`src/core_pkg.sv`:
```
package core_pkg;

    // Datapath widths
    localparam int XLEN       = 32;
    localparam int REG_ADDR_W = 5;

    // Retire counter, read through CSRRS
    localparam logic [11:0] CSR_INSTRET = 12'hC02;

    // Major opcodes, bits [6:0] of the instruction
    typedef enum logic [6:0] {
        OP     = 7'b0110011,
        OP_IMM = 7'b0010011,
        LUI    = 7'b0110111,
        JAL    = 7'b1101111,
        SYSTEM = 7'b1110011
    } opcode_e;

    // Operation carried from decode into execute
    typedef enum logic [3:0] {
        ADD      = 4'd0,
        SUB      = 4'd1,
        AND      = 4'd2,
        OR       = 4'd3,
        XOR      = 4'd4,
        SLT      = 4'd5,
        PASS_IMM = 4'd6,
        MUL      = 4'd7,
        NONE     = 4'd8
    } alu_op_e;

    // Source of the destination register data
    typedef enum logic [2:0] {
        RD_WRB_ALU    = 3'd0,
        RD_WRB_M_ALU  = 3'd1,
        RD_WRB_INC_PC = 3'd2,
        RD_WRB_CSR    = 3'd3,
        RD_WRB_NONE   = 3'd4
    } rd_wrb_sel_e;

endpackage : core_pkg
```
`src/core_if.sv`:
```
`timescale 1ns/1ns

// Decoded instruction record, decode to execute
interface dec2exe_if;
    logic                             valid;
    core_pkg::alu_op_e                alu_op;
    core_pkg::rd_wrb_sel_e            rd_wrb_sel;
    logic [core_pkg::REG_ADDR_W-1:0]  rs1_addr;
    logic [core_pkg::REG_ADDR_W-1:0]  rs2_addr;
    logic [core_pkg::REG_ADDR_W-1:0]  rd_addr;
    logic                             rd_wr_req;
    logic                             use_imm;
    logic [core_pkg::XLEN-1:0]        imm;
    logic [core_pkg::XLEN-1:0]        pc;
    logic                             illegal;

    modport master (output valid, alu_op, rd_wrb_sel, rs1_addr, rs2_addr, rd_addr,
                    rd_wr_req, use_imm, imm, pc, illegal);
    modport slave  (input  valid, alu_op, rd_wrb_sel, rs1_addr, rs2_addr, rd_addr,
                    rd_wr_req, use_imm, imm, pc, illegal);
endinterface : dec2exe_if

// Execute results waiting for the writeback selector
interface exe2wrb_if;
    logic                             valid;
    core_pkg::rd_wrb_sel_e            rd_wrb_sel;
    logic [core_pkg::REG_ADDR_W-1:0]  rd_addr;
    logic                             rd_wr_req;
    logic                             illegal;
    logic [core_pkg::XLEN-1:0]        alu_result;
    logic [core_pkg::XLEN-1:0]        alu_m_result;
    logic [core_pkg::XLEN-1:0]        pc_next;
    logic [core_pkg::XLEN-1:0]        csr_rdata;

    modport master (output valid, rd_wrb_sel, rd_addr, rd_wr_req, illegal,
                    alu_result, alu_m_result, pc_next, csr_rdata);
    modport slave  (input  valid, rd_wrb_sel, rd_addr, rd_wr_req, illegal,
                    alu_result, alu_m_result, pc_next, csr_rdata);
endinterface : exe2wrb_if

// Writeback feedback, register file write port and forwarding source
interface wrb_fb_if;
    logic                             rd_wr_req;
    logic [core_pkg::REG_ADDR_W-1:0]  rd_addr;
    logic [core_pkg::XLEN-1:0]        rd_data;

    modport master (output rd_wr_req, rd_addr, rd_data);
    modport slave  (input  rd_wr_req, rd_addr, rd_data);
endinterface : wrb_fb_if

```
`src/core_top.sv`:
```
`timescale 1ns/1ns

module core_top (
    input  logic                             clk,
    input  logic                             rst_i,
    input  logic                             instr_valid_i,
    input  logic [31:0]                      instr_i,
    input  logic [core_pkg::XLEN-1:0]        pc_i,
    output logic                             rd_wr_req_o,
    output logic [core_pkg::REG_ADDR_W-1:0]  rd_addr_o,
    output logic [core_pkg::XLEN-1:0]        rd_data_o,
    output logic                             illegal_o
);

    logic [core_pkg::REG_ADDR_W-1:0] rs1_addr;
    logic [core_pkg::REG_ADDR_W-1:0] rs2_addr;
    logic [core_pkg::XLEN-1:0]       rs1_data;
    logic [core_pkg::XLEN-1:0]       rs2_data;

    dec2exe_if u_dec2exe ();
    exe2wrb_if u_exe2wrb ();
    wrb_fb_if  u_wrb_fb ();

    decode u_decode (
        .clk           (clk),
        .rst_i         (rst_i),
        .instr_valid_i (instr_valid_i),
        .instr_i       (instr_i),
        .pc_i          (pc_i),
        .dec_o         (u_dec2exe.master)
    );

    register_file u_register_file (
        .clk        (clk),
        .rst_i      (rst_i),
        .rs1_addr_i (rs1_addr),
        .rs2_addr_i (rs2_addr),
        .rs1_data_o (rs1_data),
        .rs2_data_o (rs2_data),
        .wr_i       (u_wrb_fb.slave)
    );

    execute u_execute (
        .clk        (clk),
        .rst_i      (rst_i),
        .dec_i      (u_dec2exe.slave),
        .fb_i       (u_wrb_fb.slave),
        .rs1_addr_o (rs1_addr),
        .rs2_addr_o (rs2_addr),
        .rs1_data_i (rs1_data),
        .rs2_data_i (rs2_data),
        .exe_o      (u_exe2wrb.master)
    );

    writeback u_writeback (
        .exe_i     (u_exe2wrb.slave),
        .fb_o      (u_wrb_fb.master),
        .rd_data_o (rd_data_o),
        .illegal_o (illegal_o)
    );

    // Write port seen from outside
    assign rd_wr_req_o = u_wrb_fb.rd_wr_req;
    assign rd_addr_o   = u_wrb_fb.rd_addr;

endmodule : core_top

```
`src/writeback.sv`:
```
`timescale 1ns/1ns

module writeback (
    exe2wrb_if.slave                   exe_i,
    wrb_fb_if.master                   fb_o,
    output logic [core_pkg::XLEN-1:0]  rd_data_o,
    output logic                       illegal_o
);

    logic [core_pkg::XLEN-1:0] wrb_rd_data;

    // Destination data by writeback source
    always_comb begin
        case (exe_i.rd_wrb_sel)
            core_pkg::RD_WRB_ALU:    wrb_rd_data = exe_i.alu_result;
            core_pkg::RD_WRB_M_ALU:  wrb_rd_data = exe_i.alu_m_result;
            core_pkg::RD_WRB_INC_PC: wrb_rd_data = exe_i.pc_next;
            core_pkg::RD_WRB_CSR:    wrb_rd_data = exe_i.csr_rdata;
            default:                 wrb_rd_data = '0;
        endcase
    end

    // Feedback to the register file and the forwarding path
    assign fb_o.rd_data   = wrb_rd_data;
    assign fb_o.rd_addr   = exe_i.rd_addr;
    assign fb_o.rd_wr_req = exe_i.valid && exe_i.rd_wr_req;

    assign rd_data_o = wrb_rd_data;
    assign illegal_o = exe_i.valid && exe_i.illegal;

endmodule : writeback

```
`src/execute.sv`:
```
`timescale 1ns/1ns

module execute (
    input  logic                             clk,
    input  logic                             rst_i,
    dec2exe_if.slave                         dec_i,
    wrb_fb_if.slave                          fb_i,
    output logic [core_pkg::REG_ADDR_W-1:0]  rs1_addr_o,
    output logic [core_pkg::REG_ADDR_W-1:0]  rs2_addr_o,
    input  logic [core_pkg::XLEN-1:0]        rs1_data_i,
    input  logic [core_pkg::XLEN-1:0]        rs2_data_i,
    exe2wrb_if.master                        exe_o
);

    logic [core_pkg::XLEN-1:0] rs1_val;
    logic [core_pkg::XLEN-1:0] rs2_val;
    logic [core_pkg::XLEN-1:0] op_b;
    logic [core_pkg::XLEN-1:0] alu_result;
    logic [core_pkg::XLEN-1:0] product;
    logic [core_pkg::XLEN-1:0] instret_q;
    logic                      m_result_we;
    logic                      csr_we;

    assign rs1_addr_o = dec_i.rs1_addr;
    assign rs2_addr_o = dec_i.rs2_addr;

    // The instruction in writeback has not reached the register file yet
    assign rs1_val = (fb_i.rd_wr_req && fb_i.rd_addr == dec_i.rs1_addr) ?
                     fb_i.rd_data : rs1_data_i;
    assign rs2_val = (fb_i.rd_wr_req && fb_i.rd_addr == dec_i.rs2_addr) ?
                     fb_i.rd_data : rs2_data_i;

    assign op_b = dec_i.use_imm ? dec_i.imm : rs2_val;

    always_comb begin
        case (dec_i.alu_op)
            core_pkg::ADD:      alu_result = rs1_val + op_b;
            core_pkg::SUB:      alu_result = rs1_val - op_b;
            core_pkg::AND:      alu_result = rs1_val & op_b;
            core_pkg::OR:       alu_result = rs1_val | op_b;
            core_pkg::XOR:      alu_result = rs1_val ^ op_b;
            core_pkg::SLT:      alu_result = {31'b0, $signed(rs1_val) < $signed(op_b)};
            core_pkg::PASS_IMM: alu_result = op_b;
            default:            alu_result = '0;
        endcase
    end

    // Low 32 bits of the product
    assign product = rs1_val * rs2_val;

    // Product and CSR registers only load for their own instructions
    assign m_result_we = dec_i.valid && (dec_i.rd_wrb_sel == core_pkg::RD_WRB_M_ALU);
    assign csr_we      = dec_i.valid && (dec_i.rd_wrb_sel == core_pkg::RD_WRB_CSR);

    // Counts every instruction through execute, illegal ones included
    always_ff @(posedge clk) begin
        if (rst_i) begin
            instret_q <= '0;
        end else if (dec_i.valid) begin
            instret_q <= instret_q + 1'b1;
        end
    end

    always_ff @(posedge clk) begin
        if (rst_i) begin
            exe_o.valid     <= 1'b0;
            exe_o.rd_wr_req <= 1'b0;
            exe_o.illegal   <= 1'b0;
        end else begin
            exe_o.valid     <= dec_i.valid;
            exe_o.rd_wr_req <= dec_i.valid && dec_i.rd_wr_req;
            exe_o.illegal   <= dec_i.valid && dec_i.illegal;
        end
    end

    always_ff @(posedge clk) begin
        if (dec_i.valid) begin
            exe_o.rd_wrb_sel <= dec_i.rd_wrb_sel;
            exe_o.rd_addr    <= dec_i.rd_addr;
            exe_o.alu_result <= alu_result;
            exe_o.pc_next    <= dec_i.pc + 32'd4;
        end
        if (m_result_we) begin
            exe_o.alu_m_result <= product;
        end
        // Count before this instruction retires
        if (csr_we) begin
            exe_o.csr_rdata <= instret_q;
        end
    end

endmodule : execute

```
`src/register_file.sv`:
```
`timescale 1ns/1ns

module register_file (
    input  logic                             clk,
    input  logic                             rst_i,
    input  logic [core_pkg::REG_ADDR_W-1:0]  rs1_addr_i,
    input  logic [core_pkg::REG_ADDR_W-1:0]  rs2_addr_i,
    output logic [core_pkg::XLEN-1:0]        rs1_data_o,
    output logic [core_pkg::XLEN-1:0]        rs2_data_o,
    wrb_fb_if.slave                          wr_i
);

    logic [core_pkg::XLEN-1:0] regs [2**core_pkg::REG_ADDR_W];

    // Decode never requests a write to x0
    always_ff @(posedge clk) begin
        if (rst_i) begin
            for (int i = 0; i < 2**core_pkg::REG_ADDR_W; i++) begin
                regs[i] <= '0;
            end
        end else if (wr_i.rd_wr_req) begin
            regs[wr_i.rd_addr] <= wr_i.rd_data;
        end
    end

    // x0 is hardwired to zero
    assign rs1_data_o = (rs1_addr_i == '0) ? '0 : regs[rs1_addr_i];
    assign rs2_data_o = (rs2_addr_i == '0) ? '0 : regs[rs2_addr_i];

endmodule : register_file

```
`src/decode.sv`:
```
`timescale 1ns/1ns

module decode (
    input  logic                       clk,
    input  logic                       rst_i,
    input  logic                       instr_valid_i,
    input  logic [31:0]                instr_i,
    input  logic [core_pkg::XLEN-1:0]  pc_i,
    dec2exe_if.master                  dec_o
);

    logic [6:0]                       opcode;
    logic [2:0]                       funct3;
    logic [6:0]                       funct7;
    logic [core_pkg::REG_ADDR_W-1:0]  rs1;
    logic [core_pkg::REG_ADDR_W-1:0]  rd;
    logic [11:0]                      csr_addr;
    logic [core_pkg::XLEN-1:0]        imm_i;
    logic [core_pkg::XLEN-1:0]        imm_u;
    logic [core_pkg::XLEN-1:0]        imm_j;
    core_pkg::alu_op_e                alu_op;
    core_pkg::rd_wrb_sel_e            wrb_sel;
    logic                             use_imm;
    logic [core_pkg::XLEN-1:0]        imm;
    logic                             illegal;

    assign opcode   = instr_i[6:0];
    assign rd       = instr_i[11:7];
    assign funct3   = instr_i[14:12];
    assign rs1      = instr_i[19:15];
    assign funct7   = instr_i[31:25];
    assign csr_addr = instr_i[31:20];

    // Sign-extended immediates
    assign imm_i = {{20{instr_i[31]}}, instr_i[31:20]};
    assign imm_u = {instr_i[31:12], 12'b0};
    assign imm_j = {{12{instr_i[31]}}, instr_i[19:12], instr_i[20], instr_i[30:21], 1'b0};

    always_comb begin
        alu_op  = core_pkg::NONE;
        wrb_sel = core_pkg::RD_WRB_NONE;
        use_imm = 1'b0;
        imm     = '0;
        illegal = 1'b0;
        case (opcode)
            core_pkg::OP: begin
                wrb_sel = core_pkg::RD_WRB_ALU;
                case ({funct7, funct3})
                    {7'b0000000, 3'b000}: alu_op = core_pkg::ADD;
                    {7'b0100000, 3'b000}: alu_op = core_pkg::SUB;
                    {7'b0000000, 3'b111}: alu_op = core_pkg::AND;
                    {7'b0000000, 3'b110}: alu_op = core_pkg::OR;
                    {7'b0000000, 3'b100}: alu_op = core_pkg::XOR;
                    {7'b0000000, 3'b010}: alu_op = core_pkg::SLT;
                    // M extension, low half of the product only
                    {7'b0000001, 3'b000}: begin
                        alu_op  = core_pkg::MUL;
                        wrb_sel = core_pkg::RD_WRB_M_ALU;
                    end
                    default: illegal = 1'b1;
                endcase
            end
            core_pkg::OP_IMM: begin
                alu_op  = core_pkg::ADD;
                wrb_sel = core_pkg::RD_WRB_ALU;
                use_imm = 1'b1;
                imm     = imm_i;
                // Only ADDI in this subset
                illegal = (funct3 != 3'b000);
            end
            core_pkg::LUI: begin
                alu_op  = core_pkg::PASS_IMM;
                wrb_sel = core_pkg::RD_WRB_ALU;
                use_imm = 1'b1;
                imm     = imm_u;
            end
            core_pkg::JAL: begin
                wrb_sel = core_pkg::RD_WRB_INC_PC;
                imm     = imm_j;
            end
            core_pkg::SYSTEM: begin
                wrb_sel = core_pkg::RD_WRB_CSR;
                // CSRRS rd, instret, x0
                illegal = !(funct3 == 3'b010 && rs1 == '0
                            && csr_addr == core_pkg::CSR_INSTRET);
            end
            default: illegal = 1'b1;
        endcase
        if (illegal) begin
            alu_op  = core_pkg::NONE;
            wrb_sel = core_pkg::RD_WRB_NONE;
        end
    end

    // Control state
    always_ff @(posedge clk) begin
        if (rst_i) begin
            dec_o.valid     <= 1'b0;
            dec_o.rd_wr_req <= 1'b0;
            dec_o.illegal   <= 1'b0;
        end else begin
            dec_o.valid     <= instr_valid_i;
            dec_o.rd_wr_req <= instr_valid_i && !illegal && (rd != '0);
            dec_o.illegal   <= instr_valid_i && illegal;
        end
    end

    // Operation record, loaded only with a new instruction
    always_ff @(posedge clk) begin
        if (instr_valid_i) begin
            dec_o.alu_op     <= alu_op;
            dec_o.rd_wrb_sel <= wrb_sel;
            dec_o.rs1_addr   <= rs1;
            dec_o.rs2_addr   <= instr_i[24:20];
            dec_o.rd_addr    <= rd;
            dec_o.use_imm    <= use_imm;
            dec_o.imm        <= imm;
            dec_o.pc         <= pc_i;
        end
    end

endmodule : decode

```
`config.mk`:
```
export PLATFORM = sky130hd
export DESIGN_NAME = core_top
export DESIGN_NICKNAME = d
export VERILOG_FILES = /design/src/core_pkg.sv /design/src/core_if.sv /design/src/core_top.sv /design/src/writeback.sv /design/src/execute.sv /design/src/register_file.sv /design/src/decode.sv
export SDC_FILE = /design/constraint.sdc
export NUM_CORES = 2
export LEC_CHECK = 0
export BUFFER_PORTS_ARGS = -buffer_cell sky130_fd_sc_hd__buf_2
export CORE_MARGIN = 2
export CORE_UTILIZATION = 61
export DETAILED_ROUTE_END_ITERATION = 8
export GPL_ROUTABILITY_DRIVEN = 0
export PLACE_DENSITY = 0.75
export SETUP_SLACK_MARGIN = 0.02
export SLEW_MARGIN = 20
export SYNTH_ARGS = -nofsm -noshare
export SYNTH_HDL_FRONTEND = slang
export SYNTH_SLANG_ARGS = --single-unit
```
`constraint.sdc`:
```
create_clock -name clk -period 14.7 [get_ports clk]
set_input_delay 1.47 -clock clk [delete_from_list [all_inputs] [get_ports clk]]
set_output_delay 1.47 -clock clk [all_outputs]
set_load 0.05 [all_outputs]
```
==> reports/summary.txt <==
period utilisation layout -> 75.40%
Relative slew margins -> 31.68%
post-route DRC violation count -> 0
Syn Area/Cell -> 12.53 sq um
largest net degree at the start of global routing -> 110
Post-synth ARST share -> 0%
Root Buffer -> clkbuf_16
Synth Register Bits -> 1,295
Tmin final -> 11.08 ns
total grt overflow -> 0
max incr delay on CP -> 0.76 ns
CTS Buffer Depth -> 3
worst reg-to-reg path cell count -> 33
min-delay worst type -> reg -> reg
clock sink count -> 1,295
endpoints failing setup -> 0
non-filler cells, final -> 8,470
first-pass GRT wire length -> 406.5 mm
CP max FO -> 87
TritonCTS clock tree -> yes
post-route setup TNS -> 0 ns
final core occ -> 66.46%
total CTS buffers -> 139
CP bufs+invs -> 8
cell with the most instances after synthesis -> nor2_1
Worst-Margin Slew -> 1.025 ns
MaxCap Viol Count -> 0
DR WL/cell -> 32.93 um
Main synth FF type -> edfxtp_1
area grow syn2layout -> 7.949%
fmax -> 90.22 MHz
Critical R2R Capture -> u_execute.exe_o.alu_m_result[29]
initial core utilization -> 61.57%
die width -> 374.2 um
Iteration-0 DRC Markers -> 9,882
filler instances -> 9,693
Max Clock Skew -> 0.06563 ns
worst path required time -> 15.22 ns
num rows -> 135
I/O Buffers -> 105
die height -> 374.2 um
All-Layer GR Usage -> 40.26%
delay-heaviest family, CP -> adder cells
crit path DAT -> 11.61 ns
Slowest-stage cell, CP -> dfxtp_4
Hold Path Depth -> 0
# IOs -> 106
number of placed instances, taps included -> 8,217
post-route cell area -> 90,260 sq um
Core Area -> 135,800 sq um
CP Capture Type -> register
DP Area -> 85,770 sq um
sequential share of the synthesized area -> 45.93%
# H-tree levels -> 4
synthesized net count -> 7,373
Warnings, synthesis -> 0
vias in the first global route -> 61,230
initial antenna violation count -> 6
status -> finished clean
Syn Inst Count -> 6,675
share of cells above drive strength 1 -> 19.69%
via count -> 60,030
Post CTS Setup Buffer Count -> 0
Die ar. -> 140,000 sq um
DP Wirelength -> 177.9 mm
# hold bufs at CTS -> 0
Cell Area, Synth -> 83,610 sq um
Netlist cell types -> 84
clk slew on worst S/H paths -> 0.06 ns
Post-DRT Antenna Nets -> 0
later-pin clock latency in the skew report -> 0.82 ns
routed wire length -> 278.9 mm
hold path endpoint -> u_execute.exe_o.rd_addr[2]
post-synth top area cell -> edfxtp_1
Slew Limit Fails -> 0
number of synthesized flops with an enable pin -> 1,247
Resize count post-CTS -> 0
R2R setup slack -> 3.62 ns
routed vias/inst -> 7.087
top cell type's share of synthesized area -> 44.78%
cells taking the most area after synthesis -> edfxtp_1 45%, mux4_2 17%, fa_1 9.8%, nor2_1 6.5%, ha_1 3.3%
Top cell by count, worst path -> inv_1
Worst setup SP type -> register
Final Hold Vio Count -> 0
Pre-antenna DRT Iters -> 8
RSZ-0062 raised after global routing -> no
critical path type -> reg -> reg
top cells by count, synth -> 1,454 x nor2_1, 1,247 x edfxtp_1, 624 x mux4_2
Nets -> 7,275
Hold Path Origin -> u_decode.dec_o.rd_addr[2]
-- per-layer routing --
| layer | wire [um] | vias to the layer above | track usage [%] |
|---|---|---|---|
| met4 | 23260 | 8 | 27.40 |
| met1 | 86630 | 29650 | 50.10 |
| met3 | 42490 | 1388 | 12.05 |
| met5 | 50 | - | 0 |
| li1 | - | 23410 | - |
| met2 | 126500 | 5569 | 61.26 |
-- placed cells by master, fill, tap and decap left out, types with 54 or more instances in the layout --
cell type / Yosys / layout
buf_2: 60 / 104
mux2i_1: 103 / 103
a21oi_1: 101 / 100
mux4_2: 624 / 624
inv_1: 591 / 591
nand2_1: 330 / 298
ha_1: 221 / 221
edfxtp_1: 1247 / 1247
nand3_1: 54 / 54
clkbuf_16: 0 / 142
o21ai_0: 87 / 86
fa_1: 410 / 410
buf_4: 25 / 193
xnor2_1: 123 / 123
nor2_1: 1454 / 1453
-- registers in the layout, indices dropped and copies added, names as in the netlist, named ones only --
name	flops
u_execute.exe_o.illegal	1
u_execute.exe_o.alu_m_result	32
u_decode.dec_o.rd_wr_req	1
u_decode.dec_o.imm	32
u_decode.dec_o.valid	1
u_execute.exe_o.valid	1
u_decode.dec_o.illegal	1
u_register_file.regs	1024
u_execute.exe_o.pc_next	32
u_decode.dec_o.pc	32
u_decode.dec_o.use_imm	1
u_execute.instret_q	32
u_execute.exe_o.rd_wr_req	1
u_decode.dec_o.rd_addr	5
u_decode.dec_o.rs1_addr	5
u_execute.exe_o.csr_rdata	32
u_execute.exe_o.rd_addr	5
u_execute.exe_o.rd_wrb_sel	3
u_decode.dec_o.rd_wrb_sel	3
u_execute.exe_o.alu_result	32
u_decode.dec_o.rs2_addr	5
u_decode.dec_o.alu_op	4
-- through the flow --
step / worst slack [ns] / hold WS [ns]
after global placement: 4.155 / 0.4021
after detailed placement: 3.988 / 0.4063
final: 3.616 / 0.4203
after floorplan: 5.404 / 0.4003
after CTS: 3.933 / 0.4206
after global routing: 3.286 / 0.4266
-- worst reg2reg max path, delay by kind of cell, from the launching register on --
family | cells | cell delay [ns]
AO/OA/AOI/OAI | 9 | 2.53
XOR/XNOR | 1 | 0.08
adder cells (fa/ha/maj) | 9 | 3.93
buffers and inverters | 8 | 1.55
flip-flops | 1 | 0.76
multiplexers | 3 | 1.49
AND/OR/NAND/NOR | 3 | 0.45
-- final cells by class --
type | instances | area [sq um] | share of cell area, %
Antenna cell | 2 | 5.005 | 0.005545
Clock buffer | 167 | 3657 | 4.052
Clock inverter | 84 | 807.0 | 0.8941
Inverter | 609 | 2286 | 2.533
Multi-Input combinational cell | 4229 | 40750 | 45.14
Sequential cell | 1295 | 38440 | 42.59
Tap cell | 1781 | 2228 | 2.469
Timing Repair Buffer | 303 | 2090 | 2.315
-- worst max-delay path by stage --
stage / startpoint / end / cells past startpoint
2_1_floorplan: u_execute.exe_o.rd_addr[4] / u_execute.exe_o.alu_m_result[30] / 29
3_3_place_gp: register / u_execute.exe_o.alu_m_result[29] / 33
3_5_place_dp: register / u_execute.exe_o.alu_m_result[29] / 33
6_report: register / u_execute.exe_o.alu_m_result[29] / 33
5_1_grt: register / u_execute.exe_o.alu_m_result[29] / 33
4_1_cts: register / u_execute.exe_o.alu_m_result[29] / 33
-- cells by family after synthesis --
logic type / after synthesis / share of synthesized area [%]
multiplexers: 748 / 18.32
XOR/XNOR: 170 / 1.797
adder cells (fa/ha/maj): 632 / 13.14
AND/OR/NAND/NOR: 2152 / 10.67
AO/OA/AOI/OAI: 527 / 4.390
buffers and inverters: 1151 / 5.754
flip-flops: 1295 / 45.93
Power is not shown: default switching activity piles up to over one toggle a cycle in this logic, so the estimate is an artifact.
